===== config.mk =====
export PLATFORM = sky130hd
export DESIGN_NAME = bus_interface_top
export DESIGN_NICKNAME = d
export VERILOG_FILES = /design/src/hdl/pins_pkg.sv /design/src/hdl/bus_interface_top.sv /design/src/hdl/data_pins.sv /design/src/hdl/address_pins.sv /design/src/hdl/bus_cycle_sequencer.sv
export VERILOG_INCLUDE_DIRS = /design/src /design/src/hdl
export SDC_FILE = /design/constraint.sdc
export NUM_CORES = 1
export LEC_CHECK = 0
export BUFFER_PORTS_ARGS = -buffer_cell sky130_fd_sc_hd__buf_4
export CAP_MARGIN = 20
export CELL_PAD_IN_SITES_DETAIL_PLACEMENT = 1
export CELL_PAD_IN_SITES_GLOBAL_PLACEMENT = 1
export CORE_MARGIN = 2
export CORE_UTILIZATION = 41
export CTS_CLUSTER_DIAMETER = 150
export DETAILED_ROUTE_END_ITERATION = 10
export PLACE_DENSITY_LB_ADDON = 0.3
export SLEW_MARGIN = 20
export SYNTH_ARGS = -nofsm -noshare
export SYNTH_HDL_FRONTEND = slang
export SYNTH_SLANG_ARGS = --single-unit

===== constraint.sdc =====
create_clock -name clk -period 5.9 [get_ports clk]
set_input_delay 1.18 -clock clk [delete_from_list [all_inputs] [get_ports clk]]
set_output_delay 1.18 -clock clk [all_outputs]
set_load 0.1 [all_outputs]

===== src/hdl/pins_macros.svh =====
// Bus widths for the pin blocks. PINS_RFSH_W must stay below PINS_ADDR_W
`ifndef PINS_MACROS_SVH
`define PINS_MACROS_SVH

// --------------------------------------------------
// Pin bus widths
// --------------------------------------------------

`define PINS_ADDR_W  16                 // Address pins A15..A0
`define PINS_DATA_W  8                  // Data pins D7..D0

// --------------------------------------------------
// Refresh field
// --------------------------------------------------

// The refresh counter sits in the low address bits during the refresh
// T-state of an M1 cycle and wraps around on its own width.
// Bits above it read as zero because there is no I register here.
`define PINS_RFSH_W  7                  // Low 7 bits, counts modulo 128

// Width of the zero fill above the refresh counter
`define PINS_RFSH_PAD_W  (`PINS_ADDR_W - `PINS_RFSH_W)

`endif

===== src/hdl/pins_pkg.sv =====
// Bus types and enums. Kind codes are fixed values since stimulus files use the raw numbers
`default_nettype none

`include "pins_macros.svh"

package pins_pkg;

    // --------------------------------------------------
    // Bus words
    // --------------------------------------------------

    typedef logic [`PINS_ADDR_W-1:0] addr_t;    // Address bus word
    typedef logic [`PINS_DATA_W-1:0] data_t;    // Data bus byte

    // --------------------------------------------------
    // Cycle kinds and T-states
    // --------------------------------------------------

    typedef enum logic [2:0]
    {
        CYC_MEM_RD = 3'd0,                      // Memory read
        CYC_MEM_WR = 3'd1,                      // Memory write
        CYC_IO_RD  = 3'd2,                      // I/O read, uses iorq_n
        CYC_IO_WR  = 3'd3,                      // I/O write, uses iorq_n
        CYC_M1     = 3'd4                       // Opcode fetch with refresh
    } cycle_kind_t;

    typedef enum logic [2:0]
    {
        T_IDLE = 3'd0,                          // No cycle in flight
        T_1    = 3'd1,                          // Address out
        T_2    = 3'd2,                          // Wait states repeat this one
        T_3    = 3'd3,                          // Read data sampled at its end
        T_4    = 3'd4                           // Refresh, M1 only
    } t_state_t;

endpackage

`default_nettype wire


===== src/hdl/bus_interface_top.sv =====
// Split pins, no tri-states. The external side must honour apin_oe and dpin_oe
`timescale 1ns/1ps
`default_nettype none

`include "pins_macros.svh"

module bus_interface_top
(
    input  logic                    clk,
    input  logic                    arst_n,
    // Core side
    input  logic                    start,          // One-cycle request
    input  pins_pkg::cycle_kind_t   cycle_kind,
    input  pins_pkg::addr_t         addr,
    input  pins_pkg::data_t         wdata,
    output logic                    busy,
    output logic                    done,           // Pulse at the end of a cycle
    output pins_pkg::data_t         rdata,          // Valid with done on reads
    output logic [`PINS_RFSH_W-1:0] rfsh_addr,
    // Pin side
    output pins_pkg::addr_t         apin,
    output logic                    apin_oe,
    output pins_pkg::data_t         dpin_out,
    output logic                    dpin_oe,
    input  pins_pkg::data_t         dpin_in,
    output logic                    mreq_n,
    output logic                    iorq_n,
    output logic                    rd_n,
    output logic                    wr_n,
    output logic                    m1_n,
    output logic                    rfsh_n,
    input  logic                    wait_n
);

    // --------------------------------------------------
    // Sequencer to pin block wiring
    // --------------------------------------------------

    logic     ctl_ab_we;
    logic     ctl_ab_pin_oe;
    logic     ctl_ab_rfsh;
    logic     ctl_rfsh_inc;
    logic     ctl_db_we;
    logic     ctl_db_pin_re;
    logic     ctl_db_oe;
    logic     ctl_db_pin_oe;

    bus_cycle_sequencer bus_cycle_sequencer_inst
    (
        .clk, .arst_n, .start, .cycle_kind, .wait_n, .busy,
        .done    (),                                // Core done comes from data_pins
        .t_state (),
        .ctl_ab_we, .ctl_ab_pin_oe, .ctl_ab_rfsh, .ctl_rfsh_inc,
        .ctl_db_we, .ctl_db_pin_re, .ctl_db_oe, .ctl_db_pin_oe,
        .mreq_n, .iorq_n, .rd_n, .wr_n, .m1_n, .rfsh_n
    );

    address_pins address_pins_inst
    (
        .clk, .arst_n,
        .ab (addr),                                 // Core address into the latch
        .ctl_ab_we, .ctl_ab_pin_oe, .ctl_ab_rfsh, .ctl_rfsh_inc,
        .apin, .apin_oe, .rfsh_addr
    );

    data_pins data_pins_inst
    (
        .clk, .arst_n,
        .db_in (wdata),
        .dpin_in,
        .ctl_db_we, .ctl_db_pin_re, .ctl_db_oe, .ctl_db_pin_oe,
        .dpin_out, .dpin_oe,
        .db_out   (rdata),                          // Registered in step with done
        .db_valid (done)
    );

endmodule

`default_nettype wire


===== src/hdl/data_pins.sv =====
// Pins read zero with dpin_oe low. db_out changes only for a byte that came in from the pins
`timescale 1ns/1ps
`default_nettype none

module data_pins
(
    input  logic            clk,
    input  logic            arst_n,
    input  pins_pkg::data_t db_in,                  // Core write data
    input  pins_pkg::data_t dpin_in,                // Data pins, input side
    input  logic            ctl_db_we,              // Load the latch from the core
    input  logic            ctl_db_pin_re,          // Load the latch from the pins
    input  logic            ctl_db_oe,              // Hand the latch to the core
    input  logic            ctl_db_pin_oe,          // Drive the data pins
    output pins_pkg::data_t dpin_out,               // Data pins, output side
    output logic            dpin_oe,                // Pin output enable
    output pins_pkg::data_t db_out,                 // Byte returned to the core
    output logic            db_valid                // db_out updated this cycle
);
    import pins_pkg::*;

    data_t db_q;                                    // Shared data latch
    logic  from_pins;                               // Latch holds read data

    // --------------------------------------------------
    // Data latch
    // --------------------------------------------------

    always_ff @(posedge clk)
    begin
        if (ctl_db_we)
            db_q <= db_in;                          // Core side wins
        else if (ctl_db_pin_re)
            db_q <= dpin_in;
    end

    always_ff @(posedge clk or negedge arst_n)
    begin
        if (!arst_n)
            from_pins <= 1'b0;
        else if (ctl_db_we)
            from_pins <= 1'b0;                      // Write data is never read back
        else if (ctl_db_pin_re)
            from_pins <= 1'b1;
    end

    // --------------------------------------------------
    // Core side read back
    // --------------------------------------------------

    // A read that ends in T_3 hands the byte over on the same edge that
    // captures it, so the pin value goes straight through in that case
    always_ff @(posedge clk or negedge arst_n)
    begin
        if (!arst_n)
        begin
            db_out   <= '0;
            db_valid <= 1'b0;
        end
        else
        begin
            db_valid <= ctl_db_oe;                  // One cycle per request
            if (ctl_db_oe && ctl_db_pin_re)
                db_out <= dpin_in;
            else if (ctl_db_oe && from_pins)
                db_out <= db_q;                     // M1 path, captured a T-state earlier
        end
    end

    // --------------------------------------------------
    // Pin side
    // --------------------------------------------------

    assign dpin_out = ctl_db_pin_oe ? db_q : '0;
    assign dpin_oe  = ctl_db_pin_oe;

endmodule

`default_nettype wire


===== src/hdl/address_pins.sv =====
// Pins read zero with apin_oe low. The refresh word has a zero upper byte (no I register)
`timescale 1ns/1ps
`default_nettype none

`include "pins_macros.svh"

module address_pins
(
    input  logic                    clk,
    input  logic                    arst_n,
    input  pins_pkg::addr_t         ab,             // Core address bus
    input  logic                    ctl_ab_we,      // Load the address latch
    input  logic                    ctl_ab_pin_oe,  // Enable the pin drivers
    input  logic                    ctl_ab_rfsh,    // Select the refresh word
    input  logic                    ctl_rfsh_inc,   // Advance the refresh counter
    output pins_pkg::addr_t         apin,           // Address pins
    output logic                    apin_oe,        // Pin output enable
    output logic [`PINS_RFSH_W-1:0] rfsh_addr       // Current refresh count
);
    import pins_pkg::*;

    addr_t                   ab_q;                  // Latched request address
    addr_t                   rfsh_word;             // Counter placed in the low bits
    logic [`PINS_RFSH_W-1:0] rfsh_cnt;

    always_ff @(posedge clk)
    begin
        if (ctl_ab_we)
            ab_q <= ab;                             // Holds through the whole cycle
    end

    always_ff @(posedge clk or negedge arst_n)
    begin
        if (!arst_n)
            rfsh_cnt <= '0;
        else if (ctl_rfsh_inc)
            rfsh_cnt <= rfsh_cnt + 1'b1;            // Wraps after 127
    end

    assign rfsh_word = {{`PINS_RFSH_PAD_W{1'b0}}, rfsh_cnt};

    always_comb
    begin
        if (!ctl_ab_pin_oe)
            apin = '0;                              // Pins released
        else if (ctl_ab_rfsh)
            apin = rfsh_word;
        else
            apin = ab_q;
    end

    assign apin_oe   = ctl_ab_pin_oe;
    assign rfsh_addr = rfsh_cnt;

endmodule

`default_nettype wire


===== src/hdl/bus_cycle_sequencer.sv =====
// One bus cycle at a time. Starts are taken only in T_IDLE and wait_n is sampled only at T_2 end
`timescale 1ns/1ps
`default_nettype none

module bus_cycle_sequencer
(
    input  logic                  clk,
    input  logic                  arst_n,
    input  logic                  start,            // One-cycle request pulse
    input  pins_pkg::cycle_kind_t cycle_kind,       // Kind, valid with start
    input  logic                  wait_n,           // Low stretches T_2
    output logic                  busy,             // Cycle in flight
    output logic                  done,             // End of cycle pulse
    output pins_pkg::t_state_t    t_state,          // Current T-state
    output logic                  ctl_ab_we,        // Latch the core address
    output logic                  ctl_ab_pin_oe,    // Drive the address pins
    output logic                  ctl_ab_rfsh,      // Refresh address on pins
    output logic                  ctl_rfsh_inc,     // Step the refresh counter
    output logic                  ctl_db_we,        // Latch the core write data
    output logic                  ctl_db_pin_re,    // Capture the data pins
    output logic                  ctl_db_oe,        // Return the byte to the core
    output logic                  ctl_db_pin_oe,    // Drive the data pins
    output logic                  mreq_n,
    output logic                  iorq_n,
    output logic                  rd_n,
    output logic                  wr_n,
    output logic                  m1_n,
    output logic                  rfsh_n
);
    import pins_pkg::*;

    t_state_t    t_next;                // Next T-state
    cycle_kind_t kind_q;                // Kind of the cycle in flight
    cycle_kind_t kind_next;             // Kind seen by the next T-state
    logic        accept;                // Start taken this cycle
    logic        last_t;                // Final T-state of the cycle

    // --------------------------------------------------
    // Kind classes
    // --------------------------------------------------

    function automatic logic kind_reads(input cycle_kind_t k);
        return (k == CYC_MEM_RD) || (k == CYC_IO_RD) || (k == CYC_M1);
    endfunction

    function automatic logic kind_writes(input cycle_kind_t k);
        return (k == CYC_MEM_WR) || (k == CYC_IO_WR);
    endfunction

    function automatic logic kind_io(input cycle_kind_t k);
        return (k == CYC_IO_RD) || (k == CYC_IO_WR);
    endfunction

    // --------------------------------------------------
    // T-state machine
    // --------------------------------------------------

    assign busy   = (t_state != T_IDLE);            // Low again in the done cycle
    assign accept = start && !busy;                 // Starts while busy are dropped

    always_comb
    begin
        t_next = T_IDLE;
        case (t_state)
            T_IDLE: t_next = accept ? T_1 : T_IDLE;
            T_1:    t_next = T_2;
            T_2:    t_next = wait_n ? T_3 : T_2;    // Each low sample adds one T_2
            T_3:    t_next = (kind_q == CYC_M1) ? T_4 : T_IDLE;
            T_4:    t_next = T_IDLE;                // Refresh ends an M1 cycle
            default: t_next = T_IDLE;
        endcase
    end

    assign kind_next = accept ? cycle_kind : kind_q;
    assign last_t    = busy && (t_next == T_IDLE);  // T_3, or T_4 for M1

    always_ff @(posedge clk or negedge arst_n)
    begin
        if (!arst_n)
        begin
            t_state <= T_IDLE;
            kind_q  <= CYC_MEM_RD;
            done    <= 1'b0;
        end
        else
        begin
            t_state <= t_next;
            kind_q  <= kind_next;
            done    <= last_t;                      // One cycle after the last T-state
        end
    end

    // --------------------------------------------------
    // Bus strobes, registered from the next T-state
    // --------------------------------------------------

    // Each strobe flop takes the value its T-state needs one edge early,
    // so the pins change on clock edges only and line up with t_state
    always_ff @(posedge clk or negedge arst_n)
    begin
        if (!arst_n)
        begin
            mreq_n <= 1'b1;
            iorq_n <= 1'b1;
            rd_n   <= 1'b1;
            wr_n   <= 1'b1;
            m1_n   <= 1'b1;
            rfsh_n <= 1'b1;
        end
        else
        begin
            mreq_n <= !((t_next != T_IDLE) && !kind_io(kind_next));
            iorq_n <= !((t_next != T_IDLE) && kind_io(kind_next));
            rd_n   <= !(kind_reads(kind_next) && (t_next inside {T_1, T_2, T_3}));
            wr_n   <= !(kind_writes(kind_next) && (t_next inside {T_2, T_3}));
            m1_n   <= !((kind_next == CYC_M1) && (t_next inside {T_1, T_2}));
            rfsh_n <= !(t_next == T_4);             // Only M1 cycles reach T_4
        end
    end

    // --------------------------------------------------
    // Pin block controls
    // --------------------------------------------------

    assign ctl_ab_we     = accept;                  // Address latched at E0
    assign ctl_db_we     = accept && kind_writes(cycle_kind);
    assign ctl_ab_pin_oe = busy;                    // T_1 up to the last T-state
    assign ctl_ab_rfsh   = (t_state == T_4);
    assign ctl_rfsh_inc  = (t_state == T_4);        // Counter steps at T_4 end
    assign ctl_db_pin_oe = kind_writes(kind_q) && (t_state inside {T_1, T_2, T_3});
    assign ctl_db_pin_re = kind_reads(kind_q) && (t_state == T_3);
    assign ctl_db_oe     = last_t;                  // data_pins filters writes out

endmodule

`default_nettype wire


# Word-level counts from Yosys, hierarchy flattened
# Cells that the tools add are included.
dict set report word_totals {
  elab_cells 87
  in_bits 39
  latchBits 0
  out_inout_bits 49
  n_memories 0
  rom_bits 0
  ramBits 0
  regBits 53
}
dict set report classes {
  bitwise_logic 0
  eq_ne 18
  shift 0
  n_reduce_logical 40
  addsub 1
  n_lt_le_gt_ge 0
  multipliers 0
  n_div 0
  mux 14
}
# op n
set op_table {}
lappend op_table {{$mux W8} 5}
lappend op_table {{$mux W16} 2}
lappend op_table {{$eq A3 B2 Y1 const B} 9}
lappend op_table {{$eq A3 B1 Y1 const B} 5}
lappend op_table {{$eq A3 B3 Y1 const B} 4}
lappend op_table {{$logic_and A1 B1 Y1} 12}
lappend op_table {{$logic_not A3 Y1} 4}
lappend op_table {{$pmux W3 S4} 1}
lappend op_table {{$reduce_bool A3 Y1} 4}
lappend op_table {{$logic_not A1 Y1} 8}
lappend op_table {{$logic_or A1 B1 Y1} 8}
lappend op_table {{$reduce_bool A2 Y1} 4}
lappend op_table {{$add A7 B1 Y7 const B} 1}
lappend op_table {{$mux W3} 2}
lappend op_table {{$mux W1} 4}

# Longest topological paths before layout
# Gate-level depths: netlist of run 1.
dict set report depth {
  ltp_word 10
  ltp_mapped 6
  depth_no_buf 4
}

# Hierarchy
# A second synthesis of run 1 with hierarchy kept.
dict set report hier_totals {
  hier_cells 206
  hier_area_um2 2456.1
}
# mod seq_area_each_um2 cells_each area_each_um2 instances
set modules_own_cells {}
lappend modules_own_cells {address_pins 655.6 64 954.7 1}
lappend modules_own_cells {data_pins 490.5 86 870.8 1}
lappend modules_own_cells {bus_cycle_sequencer 332.8 56 630.6 1}

# Worst setup path after synthesis of run 1
# OpenSTA, ideal clock, no wires.
dict set report synth_timing {
  path_type {register to output}
  start {reg bus_cycle_sequencer_inst.t_state[1]}
  end {out dpin_out[0]}
  arrival_ns 3.416
  n_path_buf 1
  required_time_ns 4.720
  setup_slack_ns 1.304
  path_stages_with_launch 5
  cell_sequence {dfrtp_1 -> buf_6 -> nor2_1 -> nor4b_2 -> and2_1}
}
dict set report synth_between {
  elab_chain_cells 4
  word_cells_on_any_way 6
  cone_classes {eq/ne (3); mux (1); reduce/logical (2)}
}
# element line_no
set synth_lines {}
lappend synth_lines {{start, declared} bus_cycle_sequencer.sv:14} ;# output pins_pkg::t_state_t t_state,
lappend synth_lines {{start signal, assigned} bus_cycle_sequencer.sv:87} ;# t_state <= t_next;
lappend synth_lines {{$eq A3 B1 Y1 or $eq A3 B2 Y1 (tied branches)} bus_cycle_sequencer.sv:130} ;# assign ctl_db_pin_oe = kind_writes(kind_q) && (t_state inside {T_1, T_2, T_3});
lappend synth_lines {{$reduce_bool A3 Y1 *} bus_cycle_sequencer.sv:130}
lappend synth_lines {{$logic_and A1 B1 Y1 *} bus_cycle_sequencer.sv:130}
lappend synth_lines {{via dpin_oe} bus_interface_top.sv:24} ;# output logic dpin_oe,
lappend synth_lines {{$mux W8 *} data_pins.sv:74} ;# assign dpin_out = ctl_db_pin_oe ? db_q : '0;
lappend synth_lines {{end, declared} bus_interface_top.sv:23} ;# output pins_pkg::data_t dpin_out,
# Mark *: on every way through the listed nets, which the timed path passes. The rest lies on a longest branch.

# Worst setup path in the final report of run 1
dict set report layout_timing {
  start {reg bus_cycle_sequencer_inst.t_state[0]}
  end {out dpin_out[7]}
}
dict set report layout_between {
  elab_chain_cells 4
  word_cells_on_any_way 6
  cone_classes {eq/ne (3); mux (1); reduce/logical (2)}
}
# element line_no
set layout_lines {}
lappend layout_lines {{$eq A3 B1 Y1 or $eq A3 B2 Y1 (tied branches)} bus_cycle_sequencer.sv:130}
lappend layout_lines {{$reduce_bool A3 Y1 *} bus_cycle_sequencer.sv:130}
lappend layout_lines {{$logic_and A1 B1 Y1 *} bus_cycle_sequencer.sv:130}
lappend layout_lines {{$mux W8 *} data_pins.sv:74}
# Mark *: on every way between the ends. The rest lies on a longest branch, timed or not.

==> results of run 1 <==
[cells by family (layout without fill, tap and decap cells)]
family	after synthesis	in the layout
compound gates	27	27
xor+xnor	7	7
fa+ha+maj	1	1
buf+inv	13	100
flops	53	53
mux	12	12
simple gates	65	65
[metrics by stage]
step	instance area [µm²]	util	hold WS (ns)	setup WS (ns)
final	3160	0.567	0.512	2.34
after global routing	3160	0.567	0.542	2.20
after CTS	3160	0.567	0.514	2.29
after detailed placement	3080	0.552	0.502	2.65
after global placement	3080	0.552	0.484	2.80
after floorplan	2400	-	0.529	1.30
[layer usage]
| layer | vias to the layer above | track usage | routed length, µm |
|---|---|---|---|
| met5 | - | 0 | 0 |
| met4 | 0 | 0.0525 | 63 |
| met2 | 35 | 0.314 | 3030 |
| met3 | 7 | 0.0404 | 228 |
| li1 | 817 | - | - |
| met1 | 860 | 0.258 | 2660 |
[worst max path at each step]
stage,startpoint,endpoint,slack (ns),cells after the start
3_5_place_dp,bus_cycle_sequencer_inst.t_state[1],dpin_out[7],2.65,4
6_report,bus_cycle_sequencer_inst.t_state[0],dpin_out[7],2.34,4
4_1_cts,bus_cycle_sequencer_inst.t_state[0],dpin_out[7],2.29,4
3_3_place_gp,bus_cycle_sequencer_inst.t_state[0],dpin_out[2],2.80,4
2_1_floorplan,bus_cycle_sequencer_inst.t_state[1],dpin_out[0],1.30,4
5_1_grt,bus_cycle_sequencer_inst.t_state[0],dpin_out[7],2.20,4
[sequential cells by signal, summed over array words and instances, names as in the netlist]
name	cells
data_pins_inst.from_pins	1
bus_cycle_sequencer_inst.iorq_n	1
bus_cycle_sequencer_inst.m1_n	1
address_pins_inst.rfsh_addr	7
bus_cycle_sequencer_inst.wr_n	1
bus_cycle_sequencer_inst.rfsh_n	1
data_pins_inst.db_out	8
bus_cycle_sequencer_inst.mreq_n	1
data_pins_inst.db_q	8
bus_cycle_sequencer_inst.rd_n	1
bus_cycle_sequencer_inst.t_state	3
bus_cycle_sequencer_inst.kind_q	3
data_pins_inst.db_valid	1
address_pins_inst.ab_q	16
[cell usage in the layout, fill, tap and decap left out, types with 2 or more instances in the layout]
cell       synthesis  layout
o21a_1             2       2
nor2_1             3       3
a2bb2oi_1          7       7
o21ai_0            4       4
dfstp_2            6       6
xnor2_1            6       6
nand4_1            3       3
nand2b_1           2       2
clkbuf_1           3       3
edfxtp_1          24      24
clkbuf_8           0       5
mux2_2             2       2
nand2_1           16      16
and2_1            18      18
dfrtp_1           23      23
mux2_4             8       8
inv_1              4       4
buf_4              1      88
nand3_1            9       9
mux2i_1            2       2
o22ai_1            8       8
[final cells by class]
class,instances,share of cell area
clock buffer,8,0.0253
inverter,4,0.00475
multi-input combinational,112,0.272
timing repair buffer,88,0.209
tap,72,0.0285
sequential,53,0.460
==> summary.md, run 1 <==
| Metric | Value |
|---|---|
| Status | complete, no violations |
| Crit-path max FO | 9 |
| Placeable Area | 5570 µm² |
| Post-synth EDFFs | 24 |
| Slew Limit Fails | 0 |
| Slew HR | 0.445 |
| Routed wire per std cell | ~18 µm |
| Delay-heaviest family, CP | simple AND/OR/NAND/NOR gates |
| Req. time, crit path | approximately 4.7 ns |
| Number of global-route vias before repair | 1,768 |
| Simple-gate share of the synthesized area | 0.169 |
| Worst reg2reg endpoint | data_pins_inst.db_q[4] |
| Post-Layout Cell Count | 337 |
| Crit path max-delay cell type | nor4b_2 |
| Largest net degree at the start of global routing | 30 |
| Clock transition at path regs | roughly 0.09 ns |
| Worst clock skew | just under 0.008 ns |
| Crit path time final | around 3.6 ns |
| Total Routing Usage GR | 0.192 |
| Post-synthesis xor/xnor area fraction | 0.0256 |
| Slew @ Worst Pin | just over 0.8 ns |
| Register Area | 1450 µm² |
| Post-synth net total | roughly 220 |
| Full die area | 6470 µm² |
| #FFs+latches synth | between 50 and 60 |
| Hold Path Sink | address_pins_inst.rfsh_addr[6] |
| Worst hold path startpoint | address_pins_inst.rfsh_addr[6] |
| Post-route clock period utilization | 0.604 |
| Starting Density | 0.430 |
| Slowest stage delay, CP | between 0.7 and 0.8 ns |
| CTS tree | built |
| Post-CTS Repair Setup Buffers | 0 |
| Top post-synthesis cells by count | edfxtp_1 (24), dfrtp_1 (23), and2_1 (18), nand2_1 (16), nand3_1 (9) |
| Max-cap viol count | 0 |
| R2r startpoint | bus_cycle_sequencer_inst.t_state[2] |
| First-pass GRT wire length | between 9000 and 10,000 µm |
| Synth top area cells | edfxtp_1 (30%), dfrtp_1 (24%), dfstp_2 (6.6%) |
| Worst-path cell chain | nor2_1 -> nor4b_2 -> and2_1 -> buf_4 |
| Fin Setup TNS | 0 ns |
| Final RePlAce weighted congestion | 0.810 |
| Count leader, synth | edfxtp_1 |
| Clk_lat worst skew | about 0.30 ns |
| Root buf cell | clkbuf_8 |
| Iteration count of the initial detailed-routing pass | 4 |
| Hold Path Class | flop to flop |
| R2R cell count | 3 |
| PortBufs | 87 |
| Total number of vias | 1,719 |
| RSZ-0062 raised after global routing | false |
| Worst hold stages | 1 |
| Setup Viol. Count Final | 0 |
| Bufs and invs on worst path | 1 |
| Most common flop cell mapped by yosys | edfxtp_1 |
| Clock Sinks | 53 |
| Sequential cell area fraction in the yosys report | 0.606 |
| GR Overflow Total | 0 |
| FP Rows | 27 |
| Fill count | 599 |
| Post_cts resized | 0 |
| Routed Wire Length | 5980 µm |
| Diode count | 0 |
| Peak Freq | between 200 and 300 MHz |
| Synth Area in Compound Gates | 0.0913 |
| Initial drt markers | 46 |
| Synth unique cells | 44 |
| Syn Std Cell Area | 2400 µm² |
| Critical path type | flop to output pin |
| Drt drc | 0 |
| Largest family of logic cells by synthesized area | simple AND/OR/NAND/NOR gates |
| Area leader, netlist | edfxtp_1 |
| Num ports | slightly below 90 |
| Chip height | between 80 and 90 µm |
| TritonCTS Buffers | 5 |
| DPL Wire Length | approximately 4400 µm |
| Async set-or-reset flop fraction in the synthesized netlist | 0.547 |
| Die width | between 80 and 90 µm |
| Startpoint Class | flop |
| Crit. End Element | output pin |
| Htree depth | 2 |
| Initial antenna violation count | 0 |
| Syn Area/Cell | approximately 13 µm² |
| Mux contribution to synthesized area | 0.0678 |
| Synthesized instance count | 178 |
| Net count, final | approximately 300 |
| Multi-input gate area | around 860 µm² |
| Placed instance count | 329 |
| Area grow syn2layout | 31.8% |
| ANT nets after route | 0 |
| CTS max path bufs | 2 |
| Adder-cell share of the synthesized area | 0.00522 |
| Layout cell share with drive strength beyond 1 | 0.445 |
| WP data arrival | 2.38 ns |
| DR vias/cell | roughly 5.1 |
| R2R setup slack | approximately 3.8 ns |
| Top-area cell type share of the netlist area | 0.301 |
| Ys Warns | 0 |
| Fin. Hold Viols | 0 |
| Hold_buf cts | 0 |
Power of run 1 is not shown: default switching activity piles up to over one toggle a cycle in this logic, so the estimate is an artifact.
==> run 2, diff against run 1 <==
--- a/config.mk
+++ b/config.mk
@@ -11,7 +11,7 @@
 export CELL_PAD_IN_SITES_DETAIL_PLACEMENT = 1
 export CELL_PAD_IN_SITES_GLOBAL_PLACEMENT = 1
 export CORE_MARGIN = 2
-export CORE_UTILIZATION = 41
+export CORE_UTILIZATION = 34
 export CTS_CLUSTER_DIAMETER = 150
 export DETAILED_ROUTE_END_ITERATION = 10
 export PLACE_DENSITY_LB_ADDON = 0.3
==> constraint.sdc (replaced) <==
create_clock -name clk -period 3.1 [get_ports clk]
set_input_delay 0.62 -clock clk [delete_from_list [all_inputs] [get_ports clk]]
set_output_delay 0.62 -clock clk [all_outputs]
set_load 0.1 [all_outputs]
==> summary.md, run 2 (synthesis gave the netlist of run 1 again) <==
| Metric | Value |
|---|---|
| Status | complete, no violations (unchanged) |
| Layout cell share with drive strength beyond 1 | 0.487 (was 0.445) |
| CTS tree | built (unchanged) |
| TritonCTS Buffers | 5 (unchanged) |
| Clock Sinks | 53 (unchanged) |
| Reg with most FFs | address_pins_inst.ab_q (unchanged) |
| Crit path time final | 2.69 ns |
| Routed wire per std cell | 16.9 µm (was 17.7 µm) |
| Final RePlAce weighted congestion | 0.827 (was 0.810) |
| Fill count | 748 (was 599) |
| Largest net degree at the start of global routing | 30 (unchanged) |
| Largest register FFs | 16 (unchanged) |
| DP Area | 3140 µm² (was 3080 µm²) |
| Post-route cell area | 3260 µm² (was 3160 µm²) |
| Post_cts resized | 0 (unchanged) |
| Hold Path Class | primary input to asynchronous set/reset pin (was flop to flop) |
| Total number of vias | 1,729 (was 1,719) |
| FP Rows | 30 (was 27) |
| ANT nets after route | 0 (unchanged) |
| Critical path type | flop to output pin (unchanged) |
| R2r startpoint | bus_cycle_sequencer_inst.t_state[2] (unchanged) |
| Multi-input gate area | 877 µm² (was 860 µm²) |
| Setup Viol. Count Final | 0 (unchanged) |
| Initial drt markers | 60 (was 46) |
| Die width | 88.0 µm (was 80.5 µm) |
| Num ports | 88 (unchanged) |
| Chip height | 88.0 µm (was 80.5 µm) |
| Largest registers | address_pins_inst.ab_q x16, data_pins_inst.db_out x8, data_pins_inst.db_q x8 (unchanged) |
| Area grow syn2layout | 36.1% (was 31.8%) |
| Max-cap viol count | 0 (unchanged) |
| Total Routing Usage GR | 0.162 (was 0.192) |
| Slew @ Worst Pin | 0.556 ns (was 0.831 ns) |
| Crit. End Element | output pin (unchanged) |
| R2R setup slack | 0.82 ns (was 3.76 ns) |
| Drt drc | 0 (unchanged) |
| Register Area | 1450 µm² (unchanged) |
| WP data arrival | 2.07 ns (was 2.38 ns) |
| Commonest non-fill, non-tap cell in the layout | buf_4 (unchanged) |
| Starting Density | 0.353 (was 0.430) |
| Worst clock skew | 0.0119 ns (was 0.00795 ns) |
| Peak Freq | roughly 370 MHz |
| Net count, final | 306 (was 304) |
| Clk_lat worst skew | 0.31 ns (was 0.30 ns) |
| Slew Limit Fails | 0 (unchanged) |
| First-pass GRT wire length | 9490 µm (was 9320 µm) |
| R2R cell count | 5 (was 3) |
| Iteration count of the initial detailed-routing pass | 4 (unchanged) |
| Hold_buf cts | 0 (unchanged) |
| CTS max path bufs | 2 (unchanged) |
| Req. time, crit path | 2.48 ns (was 4.72 ns) |
| DPL Wire Length | 4780 µm (was 4430 µm) |
| Crit-path max FO | 9 (unchanged) |
| Slew HR | 0.628 (was 0.445) |
| Initial antenna violation count | 0 (unchanged) |
| Fin. Hold Viols | 0 (unchanged) |
| Root buf cell | clkbuf_8 (unchanged) |
| Routed Wire Length | 6150 µm (was 5980 µm) |
| Startpoint Class | flop (unchanged) |
| GR Overflow Total | 0 (unchanged) |
| DR vias/cell | 4.76 (was 5.10) |
| Placeable Area | 6790 µm² (was 5570 µm²) |
| Htree depth | 2 (unchanged) |
| Most frequent cells in the layout | buf_4 (90), edfxtp_1 (24), dfrtp_1 (23) (was buf_4 (88), edfxtp_1 (24), dfrtp_1 (23)) |
| Post-route clock period utilization | 0.866 |
| Clock transition at path regs | 0.10 ns (was 0.09 ns) |
| Worst reg2reg endpoint | data_pins_inst.db_q[7] (was data_pins_inst.db_q[4]) |
| Number of global-route vias before repair | 1,809 (was 1,768) |
| Post-CTS Repair Setup Buffers | 0 (unchanged) |
| RSZ-0062 raised after global routing | false (unchanged) |
| Full die area | 7740 µm² (was 6470 µm²) |
| PortBufs | 87 (unchanged) |
| Diode count | 0 (unchanged) |
[run 2: cell types whose count changed in the layout (fill, tap and decap cells not counted), moves of 2 or more]
cell,delta
clkbuf_1,-3
and2_2,+7
buf_4,+2
and2_1,-7
[run 2: how the worst max path moves through the flow]
stage | startpoint | slack [ns] | cells past startpoint | endpoint
2_1_floorplan | bus_cycle_sequencer_inst.t_state[1] | -0.16 | 4 | dpin_out[0]
3_3_place_gp | bus_cycle_sequencer_inst.t_state[0] | 0.83 | 4 | dpin_out[2]
3_5_place_dp | bus_cycle_sequencer_inst.t_state[1] | 0.73 | 4 | dpin_out[7]
4_1_cts | bus_cycle_sequencer_inst.t_state[0] | 0.36 | 4 | dpin_out[7]
5_1_grt | bus_cycle_sequencer_inst.t_state[0] | 0.27 | 4 | dpin_out[7]
6_report | bus_cycle_sequencer_inst.t_state[0] | 0.41 | 4 | dpin_out[7]
[run 2: metrics by stage]
step	setup TNS, ns	util	worst slack, ns	cells	hold WS [ns]
2_1_floorplan	-0.162	-	-0.162	178	0.324
3_3_place_gp	0	0.462	0.834	355	0.489
3_5_place_dp	0	0.462	0.729	355	0.515
4_1_cts	0	0.480	0.363	363	0.227
5_1_grt	0	0.480	0.269	363	0.240
6_report	0	0.480	0.415	363	0.220
[run 2: layer usage]
layer | vias up | part of all wire | global-route usage
met5 | - | 0 | 0
met1 | 863 | 0.43 | 0.213
met2 | 44 | 0.51 | 0.280
li1 | 816 | - | -
met3 | 6 | 0.048 | 0.0339
met4 | 0 | 0.0076 | 0.0294
[run 2: area by class of cell]
cell class,instances,area share
tap,96,0.0368
clock buffer,6,0.0253
clock inverter,2,0.0115
inverter,4,0.00460
sequential,53,0.446
timing repair buffer,90,0.207
multi-input combinational,112,0.269
[run 2: critical path: stages, from the launching register on]
cell and delay [ns]:
dfrtp_1 0.60, nor2_1 0.23, nor4b_4 0.42, and2_2 0.22, buf_4 0.28
Power of run 2 is left out for the same reason.
==> run 3, diff against run 2 <==
--- a/config.mk
+++ b/config.mk
@@ -10,11 +10,10 @@
 export CAP_MARGIN = 20
 export CELL_PAD_IN_SITES_DETAIL_PLACEMENT = 1
 export CELL_PAD_IN_SITES_GLOBAL_PLACEMENT = 1
-export CORE_MARGIN = 2
 export CORE_UTILIZATION = 34
 export CTS_CLUSTER_DIAMETER = 150
 export DETAILED_ROUTE_END_ITERATION = 10
-export PLACE_DENSITY_LB_ADDON = 0.3
+export PLACE_DENSITY = 0.79
 export SLEW_MARGIN = 20
 export SYNTH_ARGS = -nofsm -noshare
 export SYNTH_HDL_FRONTEND = slang
==> summary.md, run 3 (synthesis gave the netlist of run 1 again) <==
| Metric | Value |
|---|---|
| Routed Wire Length | 5960 µm (was 6150 µm) |
| Total number of vias | 1,719 (was 1,729) |
| Drt drc | 0 (unchanged) |
| Fin. Hold Viols | 0 (unchanged) |
| Root buf cell | clkbuf_8 (unchanged) |
| Post-route clock period utilization | 0.886 (was 0.866) |
| RSZ-0062 raised after global routing | false (unchanged) |
| Largest register FFs | 16 (unchanged) |
| Post-route cell area | 3210 µm² (was 3260 µm²) |
| Clock Sinks | 53 (unchanged) |
| GR Overflow Total | 0 (unchanged) |
| Final RePlAce weighted congestion | 0.756 (was 0.827) |
| CTS max path bufs | 2 (unchanged) |
| Starting Density | 0.353 (unchanged) |
| Hold Path Class | primary input to asynchronous set/reset pin (unchanged) |
| TritonCTS Buffers | 5 (unchanged) |
| PortBufs | 87 (unchanged) |
| Startpoint Class | flop (unchanged) |
| Net count, final | 304 (was 306) |
| Reg with most FFs | address_pins_inst.ab_q (unchanged) |
| Total Routing Usage GR | 0.172 (was 0.162) |
| Iteration count of the initial detailed-routing pass | 4 (unchanged) |
| Worst-path cell chain | nor3b_2 -> a22o_1 -> buf_4 (was nor2_1 -> nor4b_4 -> and2_2 -> buf_4) |
| WP data arrival | 2.13 ns (was 2.07 ns) |
| Clock transition at path regs | 0.09 ns (was 0.10 ns) |
| Number of global-route vias before repair | 1,887 (was 1,809) |
| Max-cap viol count | 0 (unchanged) |
| Slew @ Worst Pin | 0.707 ns (was 0.556 ns) |
| Num ports | 88 (unchanged) |
| DP Area | 3130 µm² (was 3140 µm²) |
| Hold_buf cts | 0 (unchanged) |
| Initial antenna violation count | 0 (unchanged) |
| Commonest non-fill, non-tap cell in the layout | buf_4 (unchanged) |
| ANT nets after route | 0 (unchanged) |
| Diode count | 0 (unchanged) |
| Slew HR | 0.529 (was 0.628) |
| CTS tree | built (unchanged) |
| Largest net degree at the start of global routing | 30 (unchanged) |
| Clk_lat worst skew | 0.30 ns (was 0.31 ns) |
| Peak Freq | 364 MHz (was 372 MHz) |
| R2R cell count | 3 (was 5) |
| R2R setup slack | 0.75 ns (was 0.82 ns) |
| Full die area | 7390 µm² (was 7740 µm²) |
| DPL Wire Length | 4570 µm (was 4780 µm) |
| Status | complete, no violations (unchanged) |
| Largest registers | address_pins_inst.ab_q x16, data_pins_inst.db_out x8, data_pins_inst.db_q x8 (unchanged) |
| Initial drt markers | 68 (was 60) |
| R2r startpoint | bus_cycle_sequencer_inst.t_state[2] (unchanged) |
| Worst clock skew | 0.00889 ns (was 0.0119 ns) |
| Routed wire per std cell | 16.5 µm (was 16.9 µm) |
| First-pass GRT wire length | 9750 µm (was 9490 µm) |
| Most frequent cells in the layout | buf_4 (88), edfxtp_1 (24), dfrtp_1 (23) (was buf_4 (90), edfxtp_1 (24), dfrtp_1 (23)) |
| Post-CTS Repair Setup Buffers | 0 (unchanged) |
| Crit-path max FO | 19 (was 9) |
| Crit path max-delay cell type | dfrtp_1 (unchanged) |
| Setup Viol. Count Final | 0 (unchanged) |
| Worst reg2reg endpoint | data_pins_inst.db_q[5] (was data_pins_inst.db_q[7]) |
| Layout cell share with drive strength beyond 1 | 0.472 (was 0.487) |
| Slew Limit Fails | 0 (unchanged) |
| Htree depth | 2 (unchanged) |
| Req. time, crit path | 2.48 ns (about the same) |
| Crit path time final | 2.75 ns (was 2.69 ns) |
| Slowest stage delay, CP | 0.81 ns (was 0.60 ns) |
| FP Rows | 30 (unchanged) |
| Placeable Area | 6790 µm² (unchanged) |
| Post_cts resized | 0 (unchanged) |
| Critical path type | flop to output pin (unchanged) |
| DR vias/cell | 4.76 (about the same) |
| Area grow syn2layout | 33.8% (was 36.1%) |
| Crit. End Element | output pin (unchanged) |
| Chip height | 86.0 µm (was 88.0 µm) |
| Die width | 86.0 µm (was 88.0 µm) |
==> run 3: worst max-delay path by stage <==
stage,endpoint,depth (start not counted),startpoint,slack (ns)
after CTS,apin[3],3,bus_cycle_sequencer_inst.t_state[2],0.31
after floorplan,dpin_out[0],4,bus_cycle_sequencer_inst.t_state[1],-0.16
after global placement,dpin_out[3],4,bus_cycle_sequencer_inst.t_state[1],0.75
after detailed placement,dpin_out[7],4,bus_cycle_sequencer_inst.t_state[1],0.67
final,apin[3],3,bus_cycle_sequencer_inst.t_state[2],0.35
after global routing,apin[3],3,bus_cycle_sequencer_inst.t_state[2],0.20
==> run 3: worst max-delay path, delay by kind of cell (launching register included) <==
family,cells,cell delay [ns]
AO/OA/AOI/OAI,1,0.21
buffers and inverters,1,0.29
flip-flops,1,0.81
AND/OR/NAND/NOR,1,0.52
==> run 3: cell type report <==
type	instances	area (µm²)
Inverter	4	15.0
Multi-Input combinational cell	112	877
Timing Repair Buffer	88	661
Clock inverter	1	3.75
Sequential cell	53	1450
Tap cell	96	120
Fill cell	721	3590
Clock buffer	7	76.3
==> run 3: routing by layer <==
layer | wire [µm] | vias up | global-route usage | part of all wire
met2 | 3320 | 33 | 0.315 | 0.56
met3 | 144 | 7 | 0.0192 | 0.024
met5 | 0 | - | 0 | 0
met4 | 87 | 0 | 0.0591 | 0.015
li1 | - | 818 | - | -
met1 | 2410 | 861 | 0.207 | 0.40
==> run 3: stage by stage <==
step                utilization  cells  hold slack (ns)  setup TNS [ns]  setup WS (ns)
floorplan                     -    178            0.324          -0.162         -0.162
global placement          0.460    353            0.501               0          0.752
detailed placement        0.460    353            0.509               0          0.668
CTS                       0.472    361            0.235               0          0.306
global route              0.472    361            0.237               0          0.203
finish                    0.472    361            0.226               0          0.352
Power of run 3 is left out for the same reason.
